`config.mk`:
```
export PLATFORM = sky130hd
export DESIGN_NAME = rvc_fetch_unit
export DESIGN_NICKNAME = d
export VERILOG_FILES = /design/src/rtl/ifetch_pkg.sv /design/src/rtl/fetch_pc_counter.sv /design/src/rtl/ahb_fetch_fsm.sv /design/src/rtl/fetch_buffer.sv /design/src/rtl/rvc_fetch_unit.sv
export SDC_FILE = /design/constraint.sdc
export NUM_CORES = 1
export LEC_CHECK = 0
export BUFFER_PORTS_ARGS = -buffer_cell sky130_fd_sc_hd__buf_2
export CORE_AREA = 2 2 260 159
export DETAILED_ROUTE_END_ITERATION = 6
export DIE_AREA = 0 0 262 161
export PLACE_DENSITY = 0.39
export RECOVER_POWER = 100
export SETUP_SLACK_MARGIN = 0.02
export SYNTH_ARGS = -nofsm -noshare
export SYNTH_HDL_FRONTEND = slang
export SYNTH_HIERARCHICAL = 1
export SYNTH_SLANG_ARGS = --single-unit
```
`constraint.sdc`:
```
create_clock -name clk -period 3.95 [get_ports clk]
set_input_delay 0.395 -clock clk [delete_from_list [all_inputs] [get_ports clk]]
set_output_delay 0.395 -clock clk [all_outputs]
set_load 0.01 [all_outputs]
```
`src/rtl/ifetch_pkg.sv`:
```
// ==========================================================================
// Instruction fetch front end shared definitions
// Widths, AHB-lite codes, the bus FSM states and the packed structs that
// pass between the fetch blocks and the consumer
// ==========================================================================
package ifetch_pkg;

	// Meaningful widths
	typedef logic [31:0] addr_t;
	typedef logic [31:0] word_t;
	typedef logic [15:0] half_t;
	// Fetch buffer fill in halfwords, 0 to 4
	typedef logic [2:0]  level_t;

	// ======================================================================
	// AHB-lite codes
	// ======================================================================

	localparam logic [1:0] HTRANS_IDLE   = 2'b00;
	localparam logic [1:0] HTRANS_NONSEQ = 2'b10;
	localparam logic [2:0] HSIZE_WORD    = 3'b010;

	// Kind of data phase currently open on the bus
	typedef enum logic [1:0] {
		FS_IDLE    = 2'd0,
		FS_SEQ     = 2'd1,
		FS_JUMP_LO = 2'd2,
		FS_JUMP_HI = 2'd3
	} fetch_state_e;

	// Word landing this cycle, as seen by the fetch buffer
	typedef struct packed {
		logic fresh;
		logic after_jump;
		logic upper_only;
	} bus_rsp_t;

	// Instruction on offer to the consumer
	typedef struct packed {
		word_t instr;
		logic  is_32bit;
		addr_t pc;
	} instr_pkt_t;

endpackage

```
`src/rtl/fetch_pc_counter.sv`:
```
`timescale 1ns/10ps
// ==========================================================================
// Fetch address and PC counter
// Holds the next sequential word address to fetch and the PC of the
// instruction at the head of the fetch buffer
// ==========================================================================
module fetch_pc_counter #(
	parameter ifetch_pkg::addr_t RESET_VECTOR = 32'h0000_0000
) (
	input  logic              clk,
	input  logic              rst_n,
	input  logic              jump_now_i,
	input  ifetch_pkg::addr_t jump_target_i,
	input  logic              advance_i,
	input  logic              consume_i,
	input  logic              consume_32bit_i,
	output ifetch_pkg::addr_t fetch_addr_o,
	output ifetch_pkg::addr_t pc_o
);
	import ifetch_pkg::*;

	addr_t jump_word;
	addr_t pc_step;

	// The target word itself is being issued now, so sequential fetch
	// resumes one word later
	assign jump_word = {jump_target_i[31:2], 2'b00};

	// Halfword step for the instruction leaving the buffer
	assign pc_step = consume_32bit_i ? 32'd4 : 32'd2;

	always_ff @(posedge clk or negedge rst_n) begin
		if (!rst_n) begin
			fetch_addr_o <= {RESET_VECTOR[31:2], 2'b00};
		end else if (jump_now_i) begin
			fetch_addr_o <= jump_word + 32'd4;
		end else if (advance_i) begin
			fetch_addr_o <= fetch_addr_o + 32'd4;
		end
	end

	// A handover on the jump edge is overridden by the new target
	always_ff @(posedge clk or negedge rst_n) begin
		if (!rst_n) begin
			pc_o <= RESET_VECTOR;
		end else if (jump_now_i) begin
			pc_o <= jump_target_i;
		end else if (consume_i) begin
			pc_o <= pc_o + pc_step;
		end
	end

endmodule

```
`src/rtl/ahb_fetch_fsm.sv`:
```
`timescale 1ns/10ps
// ==========================================================================
// AHB-lite fetch master
// Drives word-aligned NONSEQ reads, a jump target first and otherwise the
// next sequential word when the fetch buffer has room. The state register
// records which kind of data phase is open, so the returning word can be
// tagged for the buffer
// ==========================================================================
module ahb_fetch_fsm (
	input  logic                 clk,
	input  logic                 rst_n,
	input  logic                 hready_i,
	input  logic                 fetch_want_i,
	input  logic                 jump_i,
	input  ifetch_pkg::addr_t    jump_target_i,
	input  ifetch_pkg::addr_t    fetch_addr_i,
	output ifetch_pkg::addr_t    haddr_o,
	output logic [1:0]           htrans_o,
	output logic                 jump_now_o,
	output logic                 advance_o,
	output ifetch_pkg::bus_rsp_t rsp_o
);
	import ifetch_pkg::*;

	fetch_state_e state_q;
	fetch_state_e state_d;
	logic         run_q;
	logic         jump_req;
	logic         seq_req;

	// ======================================================================
	// Address phase
	// ======================================================================

	// Bus stays quiet until the first edge out of reset
	assign jump_req = run_q && jump_i;

	// At most one sequential word in flight. A held request stays up since
	// the buffer level can only fall while nothing lands
	assign seq_req = run_q && fetch_want_i && (state_q == FS_IDLE);

	// hready_i is kept out of this cone on purpose
	assign htrans_o = (jump_req || seq_req) ? HTRANS_NONSEQ : HTRANS_IDLE;
	assign haddr_o  = jump_req ? {jump_target_i[31:2], 2'b00} : fetch_addr_i;

	// Accept pulses for the counter and the buffer
	assign jump_now_o = jump_req && hready_i;
	assign advance_o  = seq_req && !jump_req && hready_i;

	// ======================================================================
	// Data phase tracking
	// ======================================================================

	always_comb begin
		if (jump_req) begin
			state_d = jump_target_i[1] ? FS_JUMP_HI : FS_JUMP_LO;
		end else if (seq_req) begin
			state_d = FS_SEQ;
		end else begin
			state_d = FS_IDLE;
		end
	end

	always_ff @(posedge clk or negedge rst_n) begin
		if (!rst_n) begin
			state_q <= FS_IDLE;
			run_q   <= 1'b0;
		end else begin
			run_q <= 1'b1;
			// Wait states hold the open data phase
			if (hready_i) begin
				state_q <= state_d;
			end
		end
	end

	// Tag the word that completes this cycle
	always_comb begin
		rsp_o.fresh      = hready_i && (state_q != FS_IDLE);
		rsp_o.after_jump = (state_q == FS_JUMP_LO) || (state_q == FS_JUMP_HI);
		rsp_o.upper_only = (state_q == FS_JUMP_HI);
	end

endmodule

```
`src/rtl/fetch_buffer.sv`:
```
`timescale 1ns/10ps
// ==========================================================================
// Halfword fetch buffer
// Collects fetched words as up to four halfwords, finds the length of the
// head instruction and offers it aligned on a valid/ready handshake
// ==========================================================================
module fetch_buffer (
	input  logic                   clk,
	input  logic                   rst_n,
	input  ifetch_pkg::word_t      hrdata_i,
	input  ifetch_pkg::bus_rsp_t   rsp_i,
	input  logic                   jump_now_i,
	input  ifetch_pkg::addr_t      pc_i,
	input  logic                   instr_ready_i,
	output logic                   fetch_want_o,
	output ifetch_pkg::instr_pkt_t instr_o,
	output logic                   instr_valid_o,
	output logic                   consume_o,
	output logic                   consume_32bit_o
);
	import ifetch_pkg::*;

	half_t [3:0] buf_q;
	half_t [3:0] buf_d;
	half_t [3:0] shifted;
	level_t      level_q;
	level_t      level_d;
	level_t      kept;
	level_t      base;
	level_t      add;
	logic [1:0]  loss;
	logic        head_32bit;
	logic        drop_lo;
	half_t       in_lo;
	half_t       in_hi;

	// ======================================================================
	// Head instruction
	// ======================================================================

	// Both low bits set marks a 32-bit encoding
	assign head_32bit = (buf_q[0][1:0] == 2'b11);

	assign instr_valid_o = head_32bit ? (level_q >= 3'd2) : (level_q != 3'd0);

	assign instr_o.instr    = head_32bit ? {buf_q[1], buf_q[0]} : {16'h0000, buf_q[0]};
	assign instr_o.is_32bit = head_32bit;
	assign instr_o.pc       = pc_i;

	assign consume_o       = instr_valid_o && instr_ready_i;
	assign consume_32bit_o = head_32bit;

	// Halfwords leaving this cycle
	assign loss = consume_o ? (head_32bit ? 2'd2 : 2'd1) : 2'd0;
	assign kept = level_q - level_t'(loss);

	// Only ask for a word that fits on top of what stays. Requests go out
	// with no data phase open, so no landing word needs counting here
	assign fetch_want_o = (kept <= 3'd2);

	// ======================================================================
	// Shift and append
	// ======================================================================

	always_comb begin
		unique case (loss)
			2'd1:    shifted = {16'h0000, buf_q[3:1]};
			2'd2:    shifted = {32'h0000_0000, buf_q[3:2]};
			default: shifted = buf_q;
		endcase
	end

	// An empty buffer whose PC sits in an upper half keeps only that half.
	// This covers both unaligned jumps and an unaligned reset vector
	assign drop_lo = rsp_i.upper_only || ((level_q == 3'd0) && pc_i[1]);

	assign in_lo = drop_lo ? hrdata_i[31:16] : hrdata_i[15:0];
	assign in_hi = hrdata_i[31:16];
	assign add   = drop_lo ? 3'd1 : 3'd2;

	// First word after a jump starts from an empty buffer
	assign base = rsp_i.after_jump ? 3'd0 : kept;

	always_comb begin
		buf_d = shifted;
		if (rsp_i.fresh) begin
			for (int i = 0; i < 4; i++) begin
				if (level_t'(i) == base) begin
					buf_d[i] = in_lo;
				end else if (level_t'(i) > base) begin
					buf_d[i] = in_hi;
				end
			end
		end
	end

	// Word completing on the jump edge belongs to the old stream
	always_comb begin
		if (jump_now_i) begin
			level_d = 3'd0;
		end else if (rsp_i.fresh) begin
			level_d = base + add;
		end else begin
			level_d = kept;
		end
	end

	always_ff @(posedge clk or negedge rst_n) begin
		if (!rst_n) begin
			level_q <= 3'd0;
		end else begin
			level_q <= level_d;
		end
	end

	// Contents beyond level_q are don't care
	always_ff @(posedge clk) begin
		buf_q <= buf_d;
	end

endmodule

```
`src/rtl/rvc_fetch_unit.sv`:
```
`timescale 1ns/10ps
// ==========================================================================
// RV32IC instruction fetch unit
// AHB-lite word fetch, halfword realignment of 16/32-bit instructions,
// PC tracking and redirection by jump requests
// ==========================================================================
module rvc_fetch_unit #(
	parameter ifetch_pkg::addr_t RESET_VECTOR = 32'h0000_0000
) (
	input  logic                   clk,
	input  logic                   rst_n,

	// AHB-lite master
	output ifetch_pkg::addr_t      haddr_o,
	output logic [1:0]             htrans_o,
	output logic [2:0]             hsize_o,
	output logic                   hwrite_o,
	input  ifetch_pkg::word_t      hrdata_i,
	input  logic                   hready_i,

	// Consumer
	output ifetch_pkg::instr_pkt_t instr_o,
	output logic                   instr_valid_o,
	input  logic                   instr_ready_i,

	// Redirection
	input  logic                   jump_i,
	input  ifetch_pkg::addr_t      jump_target_i
);
	import ifetch_pkg::*;

	bus_rsp_t rsp;
	addr_t    fetch_addr;
	addr_t    pc;
	logic     fetch_want;
	logic     jump_now;
	logic     advance;
	logic     consume;
	logic     consume_32bit;

	// Read-only word master
	assign hsize_o  = HSIZE_WORD;
	assign hwrite_o = 1'b0;

	fetch_pc_counter #(
		.RESET_VECTOR (RESET_VECTOR)
	) u_fetch_pc_counter (
		.clk             (clk),
		.rst_n           (rst_n),
		.jump_now_i      (jump_now),
		.jump_target_i   (jump_target_i),
		.advance_i       (advance),
		.consume_i       (consume),
		.consume_32bit_i (consume_32bit),
		.fetch_addr_o    (fetch_addr),
		.pc_o            (pc)
	);

	ahb_fetch_fsm u_ahb_fetch_fsm (
		.clk           (clk),
		.rst_n         (rst_n),
		.hready_i      (hready_i),
		.fetch_want_i  (fetch_want),
		.jump_i        (jump_i),
		.jump_target_i (jump_target_i),
		.fetch_addr_i  (fetch_addr),
		.haddr_o       (haddr_o),
		.htrans_o      (htrans_o),
		.jump_now_o    (jump_now),
		.advance_o     (advance),
		.rsp_o         (rsp)
	);

	fetch_buffer u_fetch_buffer (
		.clk             (clk),
		.rst_n           (rst_n),
		.hrdata_i        (hrdata_i),
		.rsp_i           (rsp),
		.jump_now_i      (jump_now),
		.pc_i            (pc),
		.instr_ready_i   (instr_ready_i),
		.fetch_want_o    (fetch_want),
		.instr_o         (instr_o),
		.instr_valid_o   (instr_valid_o),
		.consume_o       (consume),
		.consume_32bit_o (consume_32bit)
	);

endmodule

```
# After elaboration in Yosys (flattened, before gate mapping)
# Cells that the tools add are included.
[totals]
regBits = 134
[op_classes]
n_addsub = 5
reduce_logical = 20
eq_ne = 8
order_cmp = 6
muxes = 29
[op_table]
columns = ["cell", "n"]
rows = [
  ["32-bit two-way mux", 6],
  ["16-bit two-way mux", 9],
  ["64-bit case mux with 2 select lines", 1],
  ["32-bit by 3-bit adder with 32-bit output, second input constant", 2],
  ["64-bit two-way mux", 1],
  ["32-bit adder", 1],
  ["3-bit two-way mux", 4],
  ["2-bit two-way mux", 5],
  ["1-bit logical AND", 9],
  ["2-bit equality test, second input constant", 4],
  ["2-bit by 3-bit equality test with 1-bit output, first input constant", 2],
  ["1-bit by 3-bit greater-than comparator with 1-bit output, first input constant", 2],
  ["2-bit by 3-bit greater-than comparator with 1-bit output, first input constant", 2],
  ["3-bit zero test", 2],
  ["2-bit nonzero test", 3],
  ["3-bit adder", 1],
  ["1-bit by 3-bit equality test with 1-bit output, first input constant", 1],
  ["3-bit by 2-bit greater-or-equal comparator with 1-bit output, second input constant", 1],
  ["3-bit by 2-bit <= comparator with 1-bit output, second input constant", 1],
  ["1-bit logical OR", 3],
  ["1-bit two-way mux", 3],
  ["3-bit nonzero test", 1],
  ["3-bit by 2-bit subtractor with 3-bit output", 1],
  ["2-bit by 1-bit equality test with 1-bit output, second input constant", 1],
  ["2 further kinds", 2],
]

# Logic depth before layout (Yosys ltp)
[logic_depth]
ltp_word = 12
ltp_mapped = 18

# Modules after synthesis
# Netlist, hierarchy kept.
[by_module_without_submodules]
columns = ["module", "cells_per_inst", "instances", "area_per_inst_um2", "seq_area_each_um2"]
rows = [
  ["fetch_buffer", 492, 1, 4473.0, 1356.3],
  ["fetch_pc_counter", 497, 1, 4279.1, 1551.5],
  ["ahb_fetch_fsm", 54, 1, 661.9, 75.1],
  ["rvc_fetch_unit", 6, 1, 37.5, 0.0],
]

# Least setup slack after synthesis
# Ideal clock, no wire load.
[synth_path]
path_kind = "input to register"
startpoint = "input port jump_i"
endpoint = "register u_fetch_pc_counter.fetch_addr_o[30]"
setup_slack_ns = -0.032
required_time_ns = 3.819
stages = 17
arrival_ns = 3.851
cell_sequence = "nand2_2 -> buf_6 -> nor2_1 -> buf_6 -> buf_2 -> clkbuf_1 -> buf_1 -> clkbuf_1 -> nand2_1 -> o21ai_0 -> ha_1 -> nand4_1 -> nor3_2 -> o2111ai_2 -> nor4_1 -> xnor2_1 -> mux2i_1"
[synth_between]
elab_cells_between_ends = 7
cone_classes = "mux: 1; reduce/logical: 6"
[synth_rtl]
columns = ["item", "line", "source"]
rows = [
  ["start: declaration", "rvc_fetch_unit.sv:27", "input logic jump_i,"],
  ["1-bit logical AND (*)", "ahb_fetch_fsm.sv:36", "assign jump_req = run_q && jump_i;"],
  ["1-bit logical AND (*)", "ahb_fetch_fsm.sv:47", "assign jump_now_o = jump_req && hready_i;"],
  ["net jump_now", "rvc_fetch_unit.sv:36", "logic jump_now;"],
  ["32-bit two-way mux or 2-bit nonzero test (tied branches)", "n/a", ""],
  ["end signal: assignment", "fetch_pc_counter.sv:34", "fetch_addr_o <= {RESET_VECTOR[31:2], 2'b00};"],
  ["end signal: assignment", "fetch_pc_counter.sv:36", "fetch_addr_o <= jump_word + 32'd4;"],
  ["end signal: assignment", "fetch_pc_counter.sv:38", "fetch_addr_o <= fetch_addr_o + 32'd4;"],
  ["end: declaration", "fetch_pc_counter.sv:17", "output ifetch_pkg::addr_t fetch_addr_o,"],
]
# Mark *: on every way through the listed nets, which the timed path passes. The rest lies on a longest branch.
# A chain may end at the register's enable or synchronous reset.

# Worst setup path in the final report
[layout_path]
startpoint = "register u_fetch_buffer.level_q[2]"
endpoint = "register u_fetch_pc_counter.fetch_addr_o[28]"
[layout_between]
elab_chain_cells = 11
elab_cells_between_ends = 12
cone_classes = "add/sub: 1; order compare: 2; mux: 2; reduce/logical: 7"
[layout_lines]
columns = ["item", "line", "source"]
rows = [
  ["start: declaration", "fetch_buffer.sv:26", "level_t level_q;"],
  ["start signal: assignment", "fetch_buffer.sv:112", "level_q <= level_d;"],
  ["3-bit by 2-bit greater-or-equal comparator with 1-bit output or 3-bit nonzero test (tied branches)", "fetch_buffer.sv:44", "assign instr_valid_o = head_32bit ? (level_q >= 3'd2) : (level_q != 3'd0);"],
  ["1-bit two-way mux (*)", "fetch_buffer.sv:44", ""],
  ["1-bit logical AND (*)", "fetch_buffer.sv:50", "assign consume_o = instr_valid_o && instr_ready_i;"],
  ["net consume", "rvc_fetch_unit.sv:38", "logic consume;"],
  ["2-bit two-way mux (*)", "fetch_buffer.sv:54", "assign loss = consume_o ? (head_32bit ? 2'd2 : 2'd1) : 2'd0;"],
  ["3-bit by 2-bit subtractor with 3-bit output (*)", "fetch_buffer.sv:55", "assign kept = level_q - level_t'(loss);"],
  ["3-bit by 2-bit <= comparator with 1-bit output (*)", "fetch_buffer.sv:59", "assign fetch_want_o = (kept <= 3'd2);"],
  ["net fetch_want", "rvc_fetch_unit.sv:35", "logic fetch_want;"],
  ["1-bit logical AND (*) (2 in a row)", "ahb_fetch_fsm.sv:40", "assign seq_req = run_q && fetch_want_i && (state_q == FS_IDLE);"],
  ["1-bit logical AND (*) (2 in a row)", "ahb_fetch_fsm.sv:48", "assign advance_o = seq_req && !jump_req && hready_i;"],
  ["net advance", "rvc_fetch_unit.sv:37", "logic advance;"],
  ["2-bit nonzero test (no line) (*)", "n/a", ""],
]
# Marks and branches as above.

==> flow_metrics.tcl <==
set metrics [dict create \
    crit_chain "or2_2, a2bb2oi_4, inv_1, nand2_1, fa_1, a21oi_1, nor3b_2, and4b_1, clkinv_1, nor4_1, xnor2_1, mux2i_1" \
    initial_core_util_pct 23.67 \
    yosys-mux-area-fraction_pct 16.59 \
    via_per_inst 4.876 \
    yosysWarnings 6 \
    synth.avg_cell_area_um2 9.010 \
    die-area_um2 42180 \
    synthArstFlopShare_pct 51.52 \
    synth_compound_area_share_pct 16.40 \
    drtIter0Drc 654 \
    yosysSeqAreaShare_pct 31.56 \
    use_met1_pct 26.91 \
    crit_start "u_fetch_buffer/level_q[2]" \
    ir_drop_mv 0.3079 \
    synth_seq_cells 132 \
    clk_path_buf_depth 2 \
    syn_area_um2 9452 \
    pwr_density_cell_nw_per_um2 679.8 \
    cp_num_buf_inv 2 \
    final_antenna_net_count 0 \
    synthSimpleGateAreaFrac_pct 17.66 \
    arrival_ns 3.91 \
    die_h_um 161 \
    status "finished with violations" \
    routed_wl_um 34660 \
    die_x_um 262 \
    setup_slack_ns 0.3482 \
    maxSlewHeadroom_pct -31.73 \
    finalHoldWorstSlack_ns 0.1993 \
    post_cts_buffers 0 \
    grt.overflow.total 0 \
    hpwl_um 25680 \
    yosysUniqueCellTypes 75 \
    final_nets 1228 \
    final.setup.tns_ns 0 \
    cp_num_cells 12 \
    layout_min_cycle_time_ns 3.602 \
    clkLatencyLatePin_ns 0.44 \
    synth_ff_type "dfrtp_1" \
    h-tree-depth 4 \
    endpoint "u_fetch_pc_counter/fetch_addr_o[28]" \
    post_dp_cell_area_um2 10490 \
    end_kind "flop" \
    yosys-top-cells-count "nand2_1 (86), mux2i_1 (79), dfrtp_1 (68), dfxtp_1 (64), nand3_1 (58)" \
    fillers 4383 \
    dpl_worst_slack_ns 0.3163 \
    r2r_slack_ns 0.35 \
    violations "max-capacitance violations, max-slew violations" \
    synth.top_cell.area_share_pct 18.00 \
    synth_edf_count 0 \
    cellLeakagePower_nw 4.277 \
    final_area_um2 10850 \
    portBuffers 165 \
    max_freq_ghz 0.2776 \
    cts.sink_count 132 \
    cts_tree "built" \
    core-area_um2 39940 \
    cp_top_family "simple AND/OR/NAND/NOR gates" \
    vias 8280 \
    grt_setup_unrepaired "no" \
    use_met3_pct 3.500 \
    worst_pin_slew_ns 1.976 \
    crit_type "reg -> reg" \
    start_kind "flop" \
    antenna_found_initial 3 \
    power.total_w 0.007376 \
    hold_class "in -> reg" \
    drv_slew 69 \
    max_stage_delay_ns 0.46 \
    r2r-end "u_fetch_pc_counter/fetch_addr_o[28]" \
    cts_made_buffers 17 \
    yosysTopAreaCell "dfrtp_1" \
    cts.repair.resized 0 \
    synth_top_family_by_area "simple AND/OR/NAND/NOR gates" \
    synth_adder_area_share_pct 1.297 \
    hold_viol 0 \
    grt_pass1_wl_um 52460 \
    gp_congestion 0.8024 \
    cts_root_buffer "clkbuf_16" \
    grt_util_met2_pct 21.47 \
    first_pass_iters 5 \
    rows 57 \
    r2r_cells 12 \
    crit_fanout 10 \
    num_io_pins 173 \
    post-synth-top-count-cell "nand2_1" \
    drv_cap 1 \
    finalClockSkew_ns 0.01269 \
    clk_pin_slew_ns 0.07 \
    synth.area.top_cells "dfrtp_1 (18%), dfxtp_1 (14%), mux2i_1 (8.4%)" \
    syn_inst 1049 \
    grt_pass1_vias 8053 \
    crit_required_ns 4.26 \
    grt_busiest_layer "met1" \
    synth_xor_xnor_area_share_pct 7.321 \
    finalSetupViolations 0 \
    grt_use_total_pct 16.54 \
    drc_errors 0 \
    final_layout_size_suffix_gt1_share_pct 19.42 \
    hold_buffers 0 \
    post-route-period-util_pct 91.18 \
    wl_per_cell_um 20.41 \
    worst_path_max_delay_cell "nor4_1" \
    r2r_start "u_fetch_buffer/level_q[2]" \
    grt_max_degree 93 \
    area_growth_pct 14.80 \
]
## through the flow
stage               instances  utilization (%)
CTS                      1695            27.71
floorplan                1052                -
global route             1697            27.16
finish                   1698            27.17
global placement         1663            26.28
detailed placement       1663            26.28
## worst min path at each step
| stage | start | cells after the start | endpoint | slack, ns |
|---|---|---|---|---|
| 5_1_grt | jump_target_i[0] | 2 | u_fetch_pc_counter/pc_o[0] | 0.20 |
| 2_1_floorplan | rst_n | 0 | u_ahb_fetch_fsm/run_q | 0.1 |
| 3_3_place_gp | u_fetch_buffer/buf_q[36] | 2 | u_fetch_buffer/buf_q[36] | 0.48 |
| 4_1_cts | rst_n | 1 | u_fetch_pc_counter/pc_o[2] | 0.15 |
| 3_5_place_dp | u_fetch_buffer/buf_q[42] | 2 | u_fetch_buffer/buf_q[42] | 0.49 |
| 6_report | jump_target_i[1] | 3 | u_fetch_pc_counter/pc_o[1] | 0.20 |
## metal layers
| metal | vias up | share of wire (%) |
|---|---|---|
| met1 | 4097 | 55 |
| met5 | - | 0 |
| met2 | 196 | 40 |
| met4 | 0 | 0.81 |
| met3 | 16 | 4.8 |
| li1 | 3971 | - |
## state kept, by name, indices dropped and copies added, names as in the netlist
signal and flops:
u_ahb_fetch_fsm/run_q 1, u_fetch_pc_counter/fetch_addr_o 30, u_fetch_buffer/buf_q 64, u_fetch_pc_counter/pc_o 32, u_ahb_fetch_fsm/state_q 2, u_fetch_buffer/level_q 3
## kinds of logic (layout without fill, tap and decap cells)
group | Yosys count | after routing
multiplexers | 139 | 139
other | 5 | 11
adder cells (fa/ha/maj) | 8 | 8
AO/OA/AOI/OAI | 215 | 215
AND/OR/NAND/NOR | 320 | 320
buffers and inverters | 151 | 263
flip-flops | 132 | 132
XOR/XNOR | 79 | 79
## worst reg2reg max path, cell delays in order, from the launching register on
cell and delay, ns:
dfrtp_1 0.42, or2_2 0.43, a2bb2oi_4 0.20, inv_1 0.17
nand2_1 0.14, fa_1 0.43, a21oi_1 0.15, nor3b_2 0.18
and4b_1 0.31, clkinv_1 0.35, nor4_1 0.46, xnor2_1 0.16
mux2i_1 0.08
## where the power goes
group	internal [W]	switching (W)	total, W
logic	0.00146	0.00202	0.00348
clock network	0.000877	0.000739	0.00162
registers	0.00183	0.000450	0.00228
## cell usage in the layout (no fill, tap or decap), types with 8 or more instances in the layout
cell type / netlist / routed
buf_2: 27 / 98
nand2_1: 86 / 86
mux2i_1: 79 / 79
clkbuf_1: 20 / 71
dfrtp_1: 68 / 68
dfxtp_1: 64 / 64
nand3_1: 58 / 58
nor2_1: 57 / 56
o21ai_0: 49 / 53
xnor2_1: 43 / 43
xor2_1: 36 / 36
inv_1: 32 / 34
mux2_2: 33 / 33
and3_1: 30 / 30
a21oi_1: 30 / 30
mux2_1: 0 / 25
buf_4: 56 / 21
o211ai_1: 21 / 21
nand4_1: 19 / 19
clkbuf_16: 0 / 18
o221a_2: 17 / 17
a211oi_1: 17 / 17
nor3_1: 14 / 17
a21o_1: 13 / 13
nand3b_1: 10 / 10
o2111ai_1: 9 / 9
conb_1: 5 / 8
and2_1: 9 / 8
a311oi_1: 8 / 8
## layout make-up
type / instances / area, um2 / share of cell area (%)
Antenna cell: 3 / 7.507 / 0.06919
Clock buffer: 19 / 464.2 / 4.278
Clock inverter: 13 / 110.1 / 1.015
Inverter: 35 / 131.4 / 1.211
Multi-Input combinational cell: 769 / 5530 / 50.97
Sequential cell: 132 / 2983 / 27.49
Tap cell: 531 / 664.4 / 6.123
Timing Repair Buffer: 196 / 959.7 / 8.845
Power figures use the tool's default switching activity.
